### src/logic/sms_consts.svh
`ifndef SMS_CONSTS_SVH
`define SMS_CONSTS_SVH

// ========================================
// Download index codes
// ========================================
`define IDX_SYSMODE 8'd4    // System E mode byte
`define IDX_DSW     8'd254  // DIP switch bytes
`define IDX_GG      5'd2    // Low index bits, Game Gear image
`define IDX_SMS     5'd1    // Low index bits, Master System image

// ========================================
// Cartridge image layout
// ========================================
`define CART_AW     22
`define HDR_SIZE    10'd512          // Copier header
`define ID_ADDR     25'h0007FFC      // First of four ID bytes
`define ID_END_ADDR 25'h0008000      // ID complete here
`define YSJ_ID      32'h1370014F     // Ys (Japan) needs VDP version 1

// ========================================
// Clock enable divider
// ========================================
`define CE_PERIOD   5'd30
`define CE_ST_VDP0  5'd4
`define CE_ST_CPU0  5'd9
`define CE_ST_VDP1  5'd14
`define CE_ST_PIX1  5'd19
`define CE_ST_CPU1  5'd24

`endif

### src/logic/sms_pkg.sv
package sms_pkg;

	// One cheat record as assembled from the host
	// Each field is little endian in the download stream
	typedef struct packed {
		logic [31:0] flags;
		logic [31:0] addr;
		logic [31:0] compare;
		logic [31:0] replace;
	} cheat_code_t;

	// System E board configuration byte
	// Bit 0 sits in encrypt, bit 7 is e2_use
	typedef struct packed {
		logic       e2_use;   // Bit 7
		logic       e1_use;   // Bit 6
		logic [1:0] e0_type;  // Bits 5:4
		logic       pedal;    // Bit 3
		logic       paddle;   // Bit 2
		logic [1:0] encrypt;  // Base and bank decryption
	} sysmode_t;

endpackage

### src/logic/load_if.sv
`timescale 1ns/10ps

// Host download bus, one byte per write strobe
interface load_if;
	logic        ioctl_download;  // Held for the whole transfer
	logic [7:0]  ioctl_index;
	logic        ioctl_wr;        // One cycle per byte
	logic [24:0] ioctl_addr;
	logic [7:0]  ioctl_dout;

	modport source (
		output ioctl_download,
		output ioctl_index,
		output ioctl_wr,
		output ioctl_addr,
		output ioctl_dout
	);

	modport sink (
		input ioctl_download,
		input ioctl_index,
		input ioctl_wr,
		input ioctl_addr,
		input ioctl_dout
	);
endinterface

### src/logic/load_cfg_regs.sv
`timescale 1ns/10ps
`include "sms_consts.svh"

module load_cfg_regs (
	input  logic              clk_sys,
	input  logic              RESET,
	load_if.sink              ld,
	output logic              cart_load,
	output logic              code_load,
	output sms_pkg::sysmode_t sysmode,
	output logic [7:0]        dsw_f2,
	output logic [7:0]        dsw_f3,
	output logic [7:0]        dsw_e0,
	output logic              gg,
	output logic              systeme
);

	logic       code_index;
	logic       sys_wr;
	logic       dsw_wr;
	logic       cart_wr;
	logic [4:0] idx_lo;

	// ========================================
	// Index decode
	// ========================================
	assign code_index = &ld.ioctl_index;  // Cheats use index FF
	assign code_load  = ld.ioctl_download & code_index;
	assign cart_load  = ld.ioctl_download & ~code_index &
		(ld.ioctl_index != `IDX_SYSMODE) & (ld.ioctl_index != `IDX_DSW);

	assign idx_lo  = ld.ioctl_index[4:0];
	assign cart_wr = ld.ioctl_wr & cart_load;
	assign sys_wr  = ld.ioctl_wr & ld.ioctl_download & (ld.ioctl_index == `IDX_SYSMODE);
	assign dsw_wr  = ld.ioctl_wr & ld.ioctl_download & (ld.ioctl_index == `IDX_DSW);

	// Only the leading bytes of each file matter
	always_ff @(posedge clk_sys) begin
		if (sys_wr && ld.ioctl_addr == 25'd0)
			sysmode <= ld.ioctl_dout;
		if (dsw_wr) begin
			case (ld.ioctl_addr)
				25'd0:   dsw_f2 <= ld.ioctl_dout;
				25'd1:   dsw_f3 <= ld.ioctl_dout;
				25'd2:   dsw_e0 <= ld.ioctl_dout;
				default: ;                           // Extra DIP bytes ignored
			endcase
		end
	end

	// Cartridge kind
	always_ff @(posedge clk_sys) begin
		if (RESET) begin
			gg      <= 1'b0;
			systeme <= 1'b0;
		end else begin
			if (cart_wr) begin
				gg <= (idx_lo == `IDX_GG);
				if (idx_lo == `IDX_SMS || idx_lo == `IDX_GG)
					systeme <= 1'b0;
			end
			if (sys_wr)
				systeme <= 1'b1;  // Mode byte only comes with System E sets
		end
	end

endmodule

### src/logic/cart_loader.sv
`timescale 1ns/10ps
`include "sms_consts.svh"

module cart_loader (
	input  logic                 clk_sys,
	input  logic                 RESET,
	input  logic                 cart_load,
	load_if.sink                 ld,
	input  logic                 rom_ack,
	output logic                 rom_wr,
	output logic                 ioctl_wait,
	output logic [23:0]          romwr_a,
	output logic [`CART_AW-1:0]  cart_mask,
	output logic [`CART_AW-1:0]  cart_mask512,
	output logic                 cart_sz512,
	output logic                 ysj_quirk
);

	logic                load_d;
	logic                load_rise;
	logic                load_fall;
	logic                cart_wr;
	logic [`CART_AW-1:0] wa;
	logic [31:0]         cart_id;

	assign cart_wr   = ld.ioctl_wr & cart_load;
	assign load_rise = cart_load & ~load_d;
	assign load_fall = ~cart_load & load_d;
	assign wa        = ld.ioctl_addr[`CART_AW-1:0];

	// ========================================
	// ROM store handshake
	// ========================================
	always_ff @(posedge clk_sys) begin
		if (RESET) begin
			load_d     <= 1'b0;
			rom_wr     <= 1'b0;
			ioctl_wait <= 1'b0;
			romwr_a    <= 24'd0;
		end else begin
			load_d <= cart_load;
			if (cart_wr) begin
				rom_wr     <= ~rom_wr;  // Request by toggle
				ioctl_wait <= 1'b1;
			end else if (ioctl_wait && rom_wr == rom_ack) begin
				ioctl_wait <= 1'b0;
				romwr_a    <= romwr_a + 24'd1;
			end
			// New image always starts at zero
			if (load_rise)
				romwr_a <= 24'd0;
		end
	end

	// ========================================
	// Image size masks
	// ========================================
	always_ff @(posedge clk_sys) begin
		if (cart_wr) begin
			if (ld.ioctl_addr == 25'd0)
				cart_mask <= '0;
			else
				cart_mask <= cart_mask | wa;
			// Header bytes land as junk until address 512 clears it
			if (ld.ioctl_addr == 25'(`HDR_SIZE))
				cart_mask512 <= '0;
			else
				cart_mask512 <= cart_mask512 | (wa - `CART_AW'(`HDR_SIZE));
		end
		if (load_fall)
			cart_sz512 <= ld.ioctl_addr[9];  // Odd 512 count means header
	end

	// ========================================
	// Title quirk detection
	// ========================================
	always_ff @(posedge clk_sys) begin
		if (cart_wr && (ld.ioctl_addr >> 2) == (`ID_ADDR >> 2)) begin
			case (ld.ioctl_addr[1:0])
				2'd0: cart_id[31:24] <= ld.ioctl_dout;  // Big endian
				2'd1: cart_id[23:16] <= ld.ioctl_dout;
				2'd2: cart_id[15:8]  <= ld.ioctl_dout;
				2'd3: cart_id[7:0]   <= ld.ioctl_dout;
			endcase
		end
	end

	always_ff @(posedge clk_sys) begin
		if (RESET) begin
			ysj_quirk <= 1'b0;
		end else if (load_rise) begin
			ysj_quirk <= 1'b0;
		end else if (cart_wr && ld.ioctl_addr == `ID_END_ADDR) begin
			if (cart_id == `YSJ_ID)
				ysj_quirk <= 1'b1;
		end
	end

endmodule

### src/logic/cheat_assembler.sv
`timescale 1ns/10ps

module cheat_assembler (
	input  logic                 clk_sys,
	input  logic                 RESET,
	input  logic                 code_load,
	load_if.sink                 ld,
	output sms_pkg::cheat_code_t cheat_code,
	output logic                 cheat_strobe
);

	logic       code_wr;
	logic [3:0] sel;
	logic [4:0] lane;

	assign code_wr = ld.ioctl_wr & code_load;
	assign sel     = ld.ioctl_addr[3:0];
	assign lane    = {sel[1:0], 3'b000};  // Bit offset in the field

	// ========================================
	// Record assembly
	// ========================================
	// Four bytes per field, least significant first
	always_ff @(posedge clk_sys) begin
		if (code_wr) begin
			case (sel[3:2])
				2'd0: cheat_code.flags[lane +: 8]   <= ld.ioctl_dout;
				2'd1: cheat_code.addr[lane +: 8]    <= ld.ioctl_dout;
				2'd2: cheat_code.compare[lane +: 8] <= ld.ioctl_dout;
				2'd3: cheat_code.replace[lane +: 8] <= ld.ioctl_dout;
			endcase
		end
	end

	// Last byte of record hands the code over
	always_ff @(posedge clk_sys) begin
		if (RESET)
			cheat_strobe <= 1'b0;
		else
			cheat_strobe <= code_wr && (sel == 4'hF);
	end

endmodule

### src/logic/clk_enables.sv
`timescale 1ns/10ps
`include "sms_consts.svh"

module clk_enables (
	input  logic clk_sys,
	input  logic RESET,
	output logic ce_cpu,
	output logic ce_vdp,
	output logic ce_pix,
	output logic ce_sp
);

	logic [4:0] clkd;  // Divider state, 0 to CE_PERIOD-1

	always_ff @(posedge clk_sys) begin
		if (RESET) begin
			clkd   <= 5'd0;
			ce_cpu <= 1'b0;
			ce_vdp <= 1'b0;
			ce_pix <= 1'b0;
			ce_sp  <= 1'b0;
		end else begin
			if (clkd == `CE_PERIOD - 5'd1)
				clkd <= 5'd0;
			else
				clkd <= clkd + 5'd1;

			ce_sp  <= clkd[0];  // Half rate
			ce_cpu <= 1'b0;
			ce_vdp <= 1'b0;
			ce_pix <= 1'b0;
			case (clkd)
				`CE_ST_VDP0, `CE_ST_VDP1: ce_vdp <= 1'b1;
				`CE_ST_CPU0: begin
					ce_cpu <= 1'b1;
					ce_vdp <= 1'b1;
					ce_pix <= 1'b1;
				end
				`CE_ST_PIX1, `CE_PERIOD - 5'd1: begin
					ce_vdp <= 1'b1;
					ce_pix <= 1'b1;
				end
				`CE_ST_CPU1: begin
					ce_cpu <= 1'b1;  // CPU phase matches HCounter tests
					ce_vdp <= 1'b1;
				end
				default: ;
			endcase
		end
	end

endmodule

### src/logic/sms_loader_top.sv
`timescale 1ns/10ps
`include "sms_consts.svh"

module sms_loader_top (
	input  logic                clk_sys,
	input  logic                RESET,
	input  logic                ioctl_download,
	input  logic [7:0]          ioctl_index,
	input  logic                ioctl_wr,
	input  logic [24:0]         ioctl_addr,
	input  logic [7:0]          ioctl_dout,
	input  logic                rom_ack,
	output logic                ioctl_wait,
	output logic                rom_wr,
	output logic [23:0]         romwr_a,
	output logic [`CART_AW-1:0] cart_mask,
	output logic [`CART_AW-1:0] cart_mask512,
	output logic                cart_sz512,
	output logic                gg,
	output logic                systeme,
	output logic                ysj_quirk,
	output logic [7:0]          sysmode,
	output logic [7:0]          dsw_f2,
	output logic [7:0]          dsw_f3,
	output logic [7:0]          dsw_e0,
	output logic [31:0]         cheat_flags,
	output logic [31:0]         cheat_addr,
	output logic [31:0]         cheat_compare,
	output logic [31:0]         cheat_replace,
	output logic                cheat_strobe,
	output logic                ce_cpu,
	output logic                ce_vdp,
	output logic                ce_pix,
	output logic                ce_sp
);

	logic                 cart_load;
	logic                 code_load;
	sms_pkg::sysmode_t    sysmode_s;
	sms_pkg::cheat_code_t cheat_code;

	load_if ld ();

	assign ld.ioctl_download = ioctl_download;
	assign ld.ioctl_index    = ioctl_index;
	assign ld.ioctl_wr       = ioctl_wr;
	assign ld.ioctl_addr     = ioctl_addr;
	assign ld.ioctl_dout     = ioctl_dout;

	assign sysmode       = sysmode_s;
	assign cheat_flags   = cheat_code.flags;
	assign cheat_addr    = cheat_code.addr;
	assign cheat_compare = cheat_code.compare;
	assign cheat_replace = cheat_code.replace;

	load_cfg_regs u_cfg (
		.clk_sys(clk_sys), .RESET(RESET), .ld(ld.sink),
		.cart_load(cart_load), .code_load(code_load), .sysmode(sysmode_s),
		.dsw_f2(dsw_f2), .dsw_f3(dsw_f3), .dsw_e0(dsw_e0),
		.gg(gg), .systeme(systeme)
	);

	cart_loader u_cart (
		.clk_sys(clk_sys), .RESET(RESET), .cart_load(cart_load), .ld(ld.sink),
		.rom_ack(rom_ack), .rom_wr(rom_wr), .ioctl_wait(ioctl_wait), .romwr_a(romwr_a),
		.cart_mask(cart_mask), .cart_mask512(cart_mask512),
		.cart_sz512(cart_sz512), .ysj_quirk(ysj_quirk)
	);

	cheat_assembler u_cheat (
		.clk_sys(clk_sys), .RESET(RESET), .code_load(code_load), .ld(ld.sink),
		.cheat_code(cheat_code), .cheat_strobe(cheat_strobe)
	);

	clk_enables u_ce (
		.clk_sys(clk_sys), .RESET(RESET),
		.ce_cpu(ce_cpu), .ce_vdp(ce_vdp), .ce_pix(ce_pix), .ce_sp(ce_sp)
	);

endmodule

### config.mk
export PLATFORM = sky130hd
export DESIGN_NAME = sms_loader_top
export DESIGN_NICKNAME = d
export VERILOG_FILES = /design/src/logic/sms_pkg.sv /design/src/logic/load_if.sv /design/src/logic/load_cfg_regs.sv /design/src/logic/cart_loader.sv /design/src/logic/cheat_assembler.sv /design/src/logic/clk_enables.sv /design/src/logic/sms_loader_top.sv
export VERILOG_INCLUDE_DIRS = /design/src /design/src/logic
export SDC_FILE = /design/constraint.sdc
export NUM_CORES = 1
export LEC_CHECK = 0
export ABC_CLOCK_PERIOD_IN_PS = 2250
export BUFFER_PORTS_ARGS = -buffer_cell sky130_fd_sc_hd__clkbuf_2
export CAP_MARGIN = 5
export CORE_AREA = 2 2 175 134
export CTS_CLUSTER_DIAMETER = 40
export DETAILED_ROUTE_END_ITERATION = 10
export DIE_AREA = 0 0 177 136
export PLACE_DENSITY = 0.82
export SETUP_SLACK_MARGIN = 0.3
export SLEW_MARGIN = 0
export SYNTH_ARGS = -nofsm -noshare
export SYNTH_HDL_FRONTEND = slang
export SYNTH_SLANG_ARGS = --single-unit
### constraint.sdc
create_clock -name clk_sys -period 2.25 [get_ports clk_sys]
set_input_delay 0.1125 -clock clk_sys [delete_from_list [all_inputs] [get_ports clk_sys]]
set_output_delay 0.1125 -clock clk_sys [all_outputs]
set_load 0.03 [all_outputs]
==> results.cfg, run 1 <==
[route]
route.vias.total = 7269
ant_nets = 0
first_iter_violations = 692
drc_errors = 0
totalWireLength_um = 27500
wl_per_cell_um = 20.1
viasPerCell = 5.32
drt_pass1_iterations = 7

[grt]
grt_pass1_wl_um = 39800
grt_max_degree = 48
grt_pass1_vias = 6908
antenna_found_initial = 2
grt_util_all_layers_pct = 22.0
overflow = 0

[sta]
slew_headroom_pct = 55.7
fin_ws_ns = 0.346
setup_viol = 0
worst_pin_slew_ns = 0.661
hold_viol_final = 0
setup_tns_ns = 0
clock_skew_ns = 0.0113
maxSlewViolCount = 0
period_minus_slack_ns = 1.90
rsz0062_at_grt = true
fmax_mhz = 525
fin_crit_sh_pct = 84.6

[synth]
async_flop_share_pct = 0
yosysUniqueCellTypes = 52
syn_inst = 685
synth_fp_nets = 743
synth_seq_cells = 277
seq_area_frac_synth_pct = 76.1
synth_edf_count = 237
syn_avg_cell_area_um2 = 15.2
yosysWarnings = 0
ys.flop_type = edfxtp_1
syn_area_um2 = 10400

[floorplanning]
die_area_um2 = 24100
io_pins = 285
initial_core_util_pct = 46.2
fp.dieH_um = 136
core_area_um2 = 22500
fp-row-count = 48
chipWidth_um = 177

[place]
portBuffers = 284
hpwl_um = 18900
gp_congestion = 0.855
pre_cts_ws_ns = 0.157

[pwr]
p_leak_uw = 0.00495
power_density_nw_per_um2 = 848
peakVddDrop_mv = 0.623

[setup_path]
worstSetupStartpointType = flop
criticalPathCategory = reg2reg
crit_required_ns = 2.63
crit_path_end_kind = flop
slowest_stage = dfxtp_1
max_stage_delay_ns = 0.41
cp_top_family = compound AO/OA/AOI/OAI gates
path_cells = ha_1 -> nand2_1 -> nor2_2 -> o311ai_4 -> buf_4 -> o31a_1 -> o21a_1
critPathMaxFanout = 8
path_buf_inv = 1
crit_arrival_ns = 2.28

[clocking]
cts.sinks = 277
numCtsBuffers = 34
clock_path_buffers = 3
cts_tree = done
clkLatencyLatePin_ns = 0.49
cts_max_level = 2
cts_root_buffer = clkbuf_16
clk_pin_slew_ns = 0.07

[finish]
drive_gt1_share_pct = 38.9
nets = 1098
syn_to_final_growth_pct = 33.4
final.fill_count = 1706

[min_path]
hold_class = in2reg

[run]
cap_violations = 0

[outcome]
status = finished, final reports clean
## worst register-to-register path, stage by stage (launching register included)
cell	delay [ns]
dfxtp_1	0.41
ha_1	0.23
nand2_1	0.12
nor2_2	0.22
o311ai_4	0.20
buf_4	0.18
o31a_1	0.26
o21a_1	0.18
## cell families after synthesis
kind of cell | after synthesis | share of synthesized area, %
compound gates | 79 | 5.13
xor+xnor | 19 | 1.60
simple gates | 253 | 13.5
fa+ha+maj | 12 | 1.44
mux | 5 | 0.481
buf+inv | 40 | 1.77
flops | 277 | 76.1
## Yosys cell counts, types with 11 or more instances
| library cell | n | share of area [%] |
|---|---|---|
| o31ai_1 | 12 | 0.87 |
| clkbuf_1 | 12 | 0.43 |
| edfxtp_1 | 237 | 68 |
| nand2_1 | 24 | 0.87 |
| and2_1 | 28 | 1.7 |
| dfxtp_1 | 40 | 7.7 |
| or4_1 | 12 | 0.87 |
| inv_1 | 17 | 0.61 |
| nand2b_1 | 13 | 0.78 |
| nor2_1 | 89 | 3.2 |
| a21oi_1 | 23 | 1.1 |
| nand3_1 | 15 | 0.72 |
| xnor2_1 | 11 | 0.93 |
| o21a_1 | 23 | 1.7 |
| nand4_1 | 13 | 0.78 |
| ha_1 | 12 | 1.4 |
## report_power, final
group | leakage, uW | switching (uW) | internal, uW | total (uW)
Combinational | 0.00217 | 333 | 150 | 483
Sequential | 0.00220 | 27.5 | 5590 | 5620
Clock | 0.000585 | 2140 | 3520 | 5660
Total | 0.00495 | 2500 | 9270 | 11800
## worst paths after layout
| path | start | to | slack [ns] | cells past startpoint |
|---|---|---|---|---|
| max | u_cart.romwr_a[0] | u_cart.romwr_a[16] | 0.35 | 7 |
| min | ioctl_dout[4] | u_cfg.dsw_e0[4] | 0.03 | 1 |
| max reg2reg | u_cart.romwr_a[0] | u_cart.romwr_a[16] | 0.35 | 7 |
| min reg2reg | u_cfg.gg | u_cfg.gg | 0.47 | 2 |
## repair_timing
| action | in CTS | in global routing |
|---|---|---|
| resized for setup | 1 | 30 |
| setup buffers | 0 | 8 |
| hold endpoints to repair | 18 | 0 |
| hold buffers | 13 | 0 |
| gates cloned | 0 | 3 |
| setup endpoints to repair | 1 | 150 |
| pin swaps | 0 | 6 |
## layout make-up
cell class / count / area (um^2) / area share (%)
sequential: 277 / 7920 / 57.1
inverter: 18 / 70.1 / 0.505
timing repair buffer: 340 / 1900 / 13.7
clock buffer: 39 / 943 / 6.80
tap: 300 / 375 / 2.70
multi-input combinational: 369 / 2410 / 17.3
antenna: 1 / 2.50 / 0.0180
clock inverter: 22 / 262 / 1.88
## state kept, by name, summed over array words and instances (netlist names), 5 cells and up
name and count:
u_cart.cart_mask 22, u_cfg.sysmode 8, u_cart.cart_id 32, u_cfg.dsw_e0 8
u_cart.romwr_a 24, u_ce.clkd 5, u_cfg.dsw_f3 8, u_cart.cart_mask512 22
u_cfg.dsw_f2 8, u_cheat.cheat_code 128
## per-layer routing
layer  vias to the layer above  part of all wire [%]  GRT usage [%]
met5                         -                 0.040              0
met2                       405                    47           35.9
met3                        54                   9.1           5.70
li1                       3296                     -              -
met4                         2                   1.9           5.69
met1                      3512                    42           29.6
## through the flow
step / hold WS, ns / cell area (um^2) / util [%] / cells / total power, uW
final: 0.0282 / 13900 / 61.6 / 1366 / 11800
after global routing: 0.0370 / 13900 / 61.6 / 1365 / 12100
after CTS: 0.00356 / 13700 / 60.8 / 1354 / 11800
after detailed placement: 0.425 / 12300 / 54.8 / 1280 / 6180
after global placement: 0.413 / 12300 / 54.8 / 1280 / 6160
after floorplan: 0.211 / 10400 / - / 685 / 5960
## cell usage in the layout (no fill, tap or decap), drive strengths merged, types with 13 or more instances in the layout
cell type,netlist,routed
nand2b,13,13
o21a,23,23
nor2,89,89
inv,18,22
nand2,24,24
buf,10,45
edfxtp,237,237
o31ai,13,13
clkbuf,12,321
dfxtp,40,40
a21oi,23,23
and2,29,29
nand4,13,13
nand3,16,16
Power figures use the tool's default switching activity.
==> run 2: changes to the inputs <==
--- a/config.mk
+++ b/config.mk
@@ -6,7 +6,7 @@
 export SDC_FILE = /design/constraint.sdc
 export NUM_CORES = 1
 export LEC_CHECK = 0
-export ABC_CLOCK_PERIOD_IN_PS = 2250
+export ABC_CLOCK_PERIOD_IN_PS = 1650
 export BUFFER_PORTS_ARGS = -buffer_cell sky130_fd_sc_hd__clkbuf_2
 export CAP_MARGIN = 5
 export CORE_AREA = 2 2 175 134
==> constraint.sdc (replaced) <==
create_clock -name clk_sys -period 1.65 [get_ports clk_sys]
set_input_delay 0.0825 -clock clk_sys [delete_from_list [all_inputs] [get_ports clk_sys]]
set_output_delay 0.0825 -clock clk_sys [all_outputs]
set_load 0.03 [all_outputs]
==> run 2 against run 1 <==
Against the previous run:
- the flow now finishes with violations (negative setup slack)
- total power up 28%
- critical endpoint is now u_cart.romwr_a[17]
- cell count is 5.8% higher
- critical path depth fell by 3
==> results.cfg, run 2 (synthesis results as in run 1) <==
[clocking]
clkLatencyLatePin_ns = 0.55
cts.sinks = 277
numCtsBuffers = 31
clk_pin_slew_ns = 0.06
clock_path_buffers = 3
cts_root_buffer = clkbuf_16
cts_max_level = 1
cts_tree = done

[route]
wl_per_cell_um = 20.7
drc_errors = 0
drt_pass1_iterations = 6
totalWireLength_um = 29800
ant_nets = 0
route.vias.total = 7666
first_iter_violations = 560
viasPerCell = 5.31

[pwr]
pwr-share-comb_pct = 5.6
seqPwrFrac_pct = 50.7
peakVddDrop_mv = 0.722
clockPowerShare_pct = 43.7
switchingPower_uw = 3420
p_leak_uw = 0.00543
netSwitchingFraction_pct = 22.7
internal_power_uw = 11700
power.total_uw = 15100
power_density_nw_per_um2 = 1010

[grt]
grt_pass1_wl_um = 43400
grt_max_degree = 23
grt_pass1_vias = 7423
grt_util_all_layers_pct = 23.8
overflow = 0
antenna_found_initial = 0

[setup_path]
path_cells = nand4_1 -> or3_4 -> or4_1 -> a21oi_1
criticalPathCategory = reg2reg
cp-endpoint = u_cart.romwr_a[17]
crit_required_ns = 2.13
cp_top_family = simple AND/OR/NAND/NOR gates
crit_path_end_kind = flop
startpoint = u_cart.romwr_a[6]
worstSetupStartpointType = flop
max_stage_delay_ns = 0.49
slowest_stage = or3_4
r2r-start = u_cart.romwr_a[6]
r2r_end = u_cart.romwr_a[17]
r2r_slack_ns = -0.06
path_buf_inv = 0
cp_num_cells = 4
critPathMaxFanout = 6
r2r_cells = 4
crit_arrival_ns = 2.19

[floorplanning]
fp-row-count = 48
core_area_um2 = 22500
initial_core_util_pct = 46.2
chipWidth_um = 177
die_area_um2 = 24100
io_pins = 285
fp.dieH_um = 136

[sta]
period_minus_slack_ns = 1.71
setup_viol = 7
slew_headroom_pct = 59.7
fmax_mhz = 585
clock_skew_ns = 0.0235
worst_pin_slew_ns = 0.602
rsz0062_at_grt = true
fin_ws_ns = -0.0599
maxSlewViolCount = 0
hold_viol_final = 0
fin_crit_sh_pct = 104

[finish]
nets = 1179
layout_commonest_cell = clkbuf_2
drive_gt1_share_pct = 50.5
n_antenna_cell = 0
postLayoutCellArea_um2 = 15000
multi_input_area_um2 = 2850
final_cell_mix = clkbuf_2 (277), edfxtp_1 (237), buf_4 (98)
regArea_um2 = 7990
syn_to_final_growth_pct = 44.0
final.fill_count = 1552
largest_register_ffs = 128

[outcome]
status = finished with violations
failed_checks = negative setup slack

[run]
cap_violations = 0

[place]
gp_congestion = 0.869
hpwl_um = 20700
place_area_um2 = 13100
portBuffers = 284

[min_path]
hold_class = in2reg
[run 2: cell count changes in the layout (fill, tap and decap cells not counted), moves of 8 or more]
cell and delta:
dfxtp_1 -22, dlygate4sd3_1 +14, buf_4 +59, nor2_1 -22
a21oi_1 -9, nor2_4 +18, and2_1 -12, buf_12 +8
dfxtp_4 +18, a21oi_2 +9
[run 2: layout make-up]
cell class | instances | share of cell area (%)
clock buffer | 35 | 5.34
multi-input combinational | 369 | 19.0
sequential | 277 | 53.3
timing repair buffer | 424 | 18.0
clock inverter | 22 | 1.32
inverter | 18 | 0.468
tap | 300 | 2.51
[run 2: worst register-to-register path: cells and delay by family (launching register included)]
family | cells | cell delay (ns)
AOI/OAI and AO/OA | 1 | 0.13
DFF | 1 | 0.34
and+or+nand+nor | 3 | 1.17
[run 2: stage by stage]
step	cells	hold slack [ns]	worst slack [ns]	setup TNS, ns	util [%]
finish	1445	0.00239	-0.0599	-0.199	66.5
global route	1445	0.0185	-0.147	-1.10	66.5
CTS	1440	-0.0158	-0.0123	-0.0169	65.2
detailed placement	1346	0.392	-0.353	-43.87	58.1
global placement	1346	0.383	-0.341	-40.08	58.1
floorplan	685	0.181	-0.0680	-1.70	-
[run 2: worst min path at each step]
stage                     depth (start not counted)                end      startpoint
final                                             4  u_cart.ioctl_wait         rom_ack
after global routing                              2    u_cfg.dsw_e0[7]   ioctl_dout[7]
after CTS                                         4  u_cart.ioctl_wait         rom_ack
after detailed placement                          3      u_cart.load_d  ioctl_download
after global placement                            3      u_cart.load_d  ioctl_download
after floorplan                                   0  u_cart.cart_id[0]   ioctl_dout[0]
[run 2: layer usage]
| metal | up-vias | track usage, % | wire length, um | share of wire, % |
|---|---|---|---|---|
| li1 | 3450 | - | - | - |
| met1 | 3784 | 32.3 | 12100 | 41 |
| met2 | 401 | 39.0 | 14400 | 48 |
| met3 | 31 | 6.43 | 2960 | 9.9 |
| met4 | 0 | 4.64 | 398 | 1.3 |
| met5 | - | 0 | 0 | 0 |
[run 2: power groups by stage]
stage                     logic [uW]  clock network [uW]  registers [uW]
after CTS                        809                6670            7640
final                            851                6590            7640
after global routing             909                6990            7640
after floorplan                  268                   0            7850
after global placement           713                   0            7780
after detailed placement         733                   0            7780
[run 2: repair_timing]
item / CTS / global route
gates cloned: 3 / 0
setup buffers: 10 / 4
endpoints found under the hold margin: 61 / 1
gates resized for setup: 56 / 69
hold buffers: 24 / 1
setup endpoints to repair: 92 / 141
pin swaps: 42 / 15
==> run 3: changes to the inputs <==
--- a/config.mk
+++ b/config.mk
@@ -9,13 +9,14 @@
 export ABC_CLOCK_PERIOD_IN_PS = 1650
 export BUFFER_PORTS_ARGS = -buffer_cell sky130_fd_sc_hd__clkbuf_2
 export CAP_MARGIN = 5
-export CORE_AREA = 2 2 175 134
+export CORE_AREA = 2 2 177 135
 export CTS_CLUSTER_DIAMETER = 40
 export DETAILED_ROUTE_END_ITERATION = 10
-export DIE_AREA = 0 0 177 136
+export DIE_AREA = 0 0 179 137
 export PLACE_DENSITY = 0.82
 export SETUP_SLACK_MARGIN = 0.3
 export SLEW_MARGIN = 0
 export SYNTH_ARGS = -nofsm -noshare
 export SYNTH_HDL_FRONTEND = slang
+export SYNTH_HIERARCHICAL = 1
 export SYNTH_SLANG_ARGS = --single-unit
==> run 3 against run 2 <==
Against the previous run:
- the run still ends with negative setup slack left
- combinational power up 2.4%
- global-route usage up 0.65 points
- non-clock buffer count up 17
- synthesized cell count up 4.1%
- clock skew down 0.0038 ns
- via count up 5.2%
- register-to-register slack better by 0.04 ns
- worst setup slack worse by 0.027 ns
- synthesized area up 1.8%
- die area up 1.9%
- maximum frequency down 1.6%
- critical path type is now in2reg
- cell count up 3.1%
==> results.cfg, run 3 <==
[min_path]
hold_class = in2reg

[setup_path]
crit_arrival_ns = 2.16
slowest_stage = or4_1
r2r_end = u_cart/romwr_a[21]
startpoint = ioctl_index[0]
cp_top_family = simple AND/OR/NAND/NOR gates
crit_required_ns = 2.08
max_stage_delay_ns = 0.52
r2r_slack_ns = -0.02
crit_path_end_kind = flop
path_buf_inv = 3
criticalPathCategory = in2reg
worstSetupStartpointType = primary input
r2r-start = u_cart/rom_wr
cp_num_cells = 10
cpMostUsedCell = buf_6
critPathMaxFanout = 14
cp-endpoint = u_cart/romwr_a[21]
r2r_cells = 5
path_cells = buf_6 -> nor4_2 -> and4b_1 -> nor3b_2 -> buf_4 -> a21boi_4 -> nand3_2 -> buf_6 -> or4_1 -> a21oi_1

[floorplanning]
io_pins = 285
initial_core_util_pct = 46.5
chipWidth_um = 179
die_area_um2 = 24500
fp.dieH_um = 137
fp-row-count = 48
core_area_um2 = 22800

[clocking]
cts_tree = done
numCtsBuffers = 34
cts_root_buffer = clkbuf_16
clkLatencyLatePin_ns = 0.52
cts_max_level = 2
clock_path_buffers = 3
clk_pin_slew_ns = 0.05
cts.sinks = 277

[sta]
maxSlewViolCount = 0
period_minus_slack_ns = 1.74
fmax_mhz = 576
fin_crit_sh_pct = 105
worst_pin_slew_ns = 0.616
clock_skew_ns = 0.0198
fin_ws_ns = -0.0869
whs_ns = 0.0245
slew_headroom_pct = 58.8
hold_viol_final = 0
setup_tns_ns = -0.0998
rsz0062_at_grt = true
setup_viol = 2

[pwr]
p_leak_uw = 0.00586
power_density_nw_per_um2 = 1020
seqPwrFrac_pct = 48.1
pwr-share-comb_pct = 5.5
switchingPower_uw = 3500
internal_power_uw = 12400
peakVddDrop_mv = 0.729
netSwitchingFraction_pct = 22.0
clockPowerShare_pct = 46.4
power.total_uw = 15900

[route]
route.vias.total = 8062
totalWireLength_um = 31000
ant_nets = 0
drc_errors = 0
viasPerCell = 5.41
first_iter_violations = 692
wl_per_cell_um = 20.8
drt_pass1_iterations = 6

[finish]
n_antenna_cell = 0
layout_commonest_cell = clkbuf_2
largest_register_ffs = 128
final_cell_mix = clkbuf_2 (279), edfxtp_1 (237), buf_4 (108)
drive_gt1_share_pct = 50.8
syn_to_final_growth_pct = 47.1
nets = 1223

[place]
gp_congestion = 0.865
pre_cts_ws_ns = -0.438
portBuffers = 284
hpwl_um = 20800

[grt]
grt_pass1_wl_um = 44800
antenna_found_initial = 0
grt_pass1_vias = 7869
grt_max_degree = 20
overflow = 0
grt_util_all_layers_pct = 24.5

[synth]
yosysWarnings = 6
synth_edf_count = 237
synth_area_leader_cell = edfxtp_1
yosysTopAreaCellShare_pct = 67.2
syn_area_um2 = 10600
ys_top_cells_by_area = edfxtp_1 (67%), dfxtp_1 (7.6%), nor2_1 (3.7%)
synth.most_common_cell = edfxtp_1
seq_area_frac_synth_pct = 74.8
yosysUniqueCellTypes = 56
synth_commonest_cells = edfxtp_1 (237), nor2_1 (105), dfxtp_1 (40)
ys.flop_type = edfxtp_1
syn_inst = 713
syn_avg_cell_area_um2 = 14.9
synth_fp_nets = 771
synth_seq_cells = 277
async_flop_share_pct = 0

[outcome]
status = finished with violations
failed_checks = negative setup slack

[run]
cap_violations = 0
==> run 3: cell types whose count changed in the layout (fill, tap and decap cells not counted), sizes merged, moves of 8 or more <==
cell         previous run  this run
nand2                  24        16
and3                    2        17
and2                   29        19
o21a                   23         0
nor3                   10        19
buf                   119       151
clkbuf                315       323
nor2                   89       105
dlygate4sd3            25         8
==> run 3: worst min-delay path by stage <==
stage / startpoint / end / slack [ns] / cells past startpoint
6_report: ioctl_addr[19] / u_cart/cart_mask[19] / 0.02 / 4
5_1_grt: ioctl_index[0] / u_cfg/gg / 0.04 / 5
4_1_cts: ioctl_addr[19] / u_cart/cart_mask[19] / 0.003 / 4
3_5_place_dp: RESET / u_cart/load_d / 0.42 / 2
3_3_place_gp: RESET / u_cart/load_d / 0.42 / 2
2_1_floorplan: RESET / u_ce/ce_sp / 0.15 / 1
==> run 3: stage by stage <==
step / instance area (um^2) / instances / util [%]
6_report: 15600 / 1490 / 68.4
5_1_grt: 15600 / 1490 / 68.4
4_1_cts: 15200 / 1479 / 66.9
3_5_place_dp: 13700 / 1394 / 60.3
3_3_place_gp: 13700 / 1394 / 60.3
2_1_floorplan: 10900 / 713 / -
==> run 3: kinds of logic (layout without fill, tap and decap cells) <==
logic type	after synthesis	after routing	share of synthesized area, %
buffers and inverters	47	524	2.19
AOI/OAI and AO/OA	49	49	3.00
adders and majority gates	12	12	1.42
xor gates and xnor gates	25	25	2.14
and+or+nand+nor	297	297	15.9
muxes	6	6	0.579
DFF	277	277	74.8
==> run 3: layer usage <==
layer  global-route usage (%)  vias to the layer above  routed length [um]
met4                     8.40                        0                 862
li1                         -                     3595                   -
met2                     40.0                      483               14800
met1                     32.0                     3906               12300
met3                     6.06                       78                2980
met5                        0                        -                   0
==> run 3: power by group through the flow <==
stage,combinational [uW],clock [uW],sequential [uW]
2_1_floorplan,293,0,7870
3_3_place_gp,777,0,7800
3_5_place_dp,796,0,7800
4_1_cts,839,7490,7650
5_1_grt,933,7750,7650
6_report,871,7380,7650
==> run 3: worst reg2reg max path: cells and delay by family, from the launching register on <==
family,cells,cell delay (ns)
compound gates,1,0.21
xor+xnor,1,0.23
buf+inv,1,0.16
flops,1,0.35
simple gates,2,0.64
==> run 3: repair_timing <==
item                                   CTS  global route
pin swaps                               19            12
setup endpoints to repair              146           212
gates resized for setup                 37            63
hold buffers                             8             0
cloned                                   2             2
endpoints found under the hold margin    7             0
buffers inserted                        14             9
==> run 3: layout make-up <==
class / instances / area, um^2
Sequential cell: 277 / 7950
Tap cell: 300 / 375
Clock inverter: 19 / 191
Fill cell: 1496 / 7190
Inverter: 22 / 82.6
Clock buffer: 42 / 945
Timing Repair Buffer: 441 / 3030
Multi-Input combinational cell: 389 / 3010
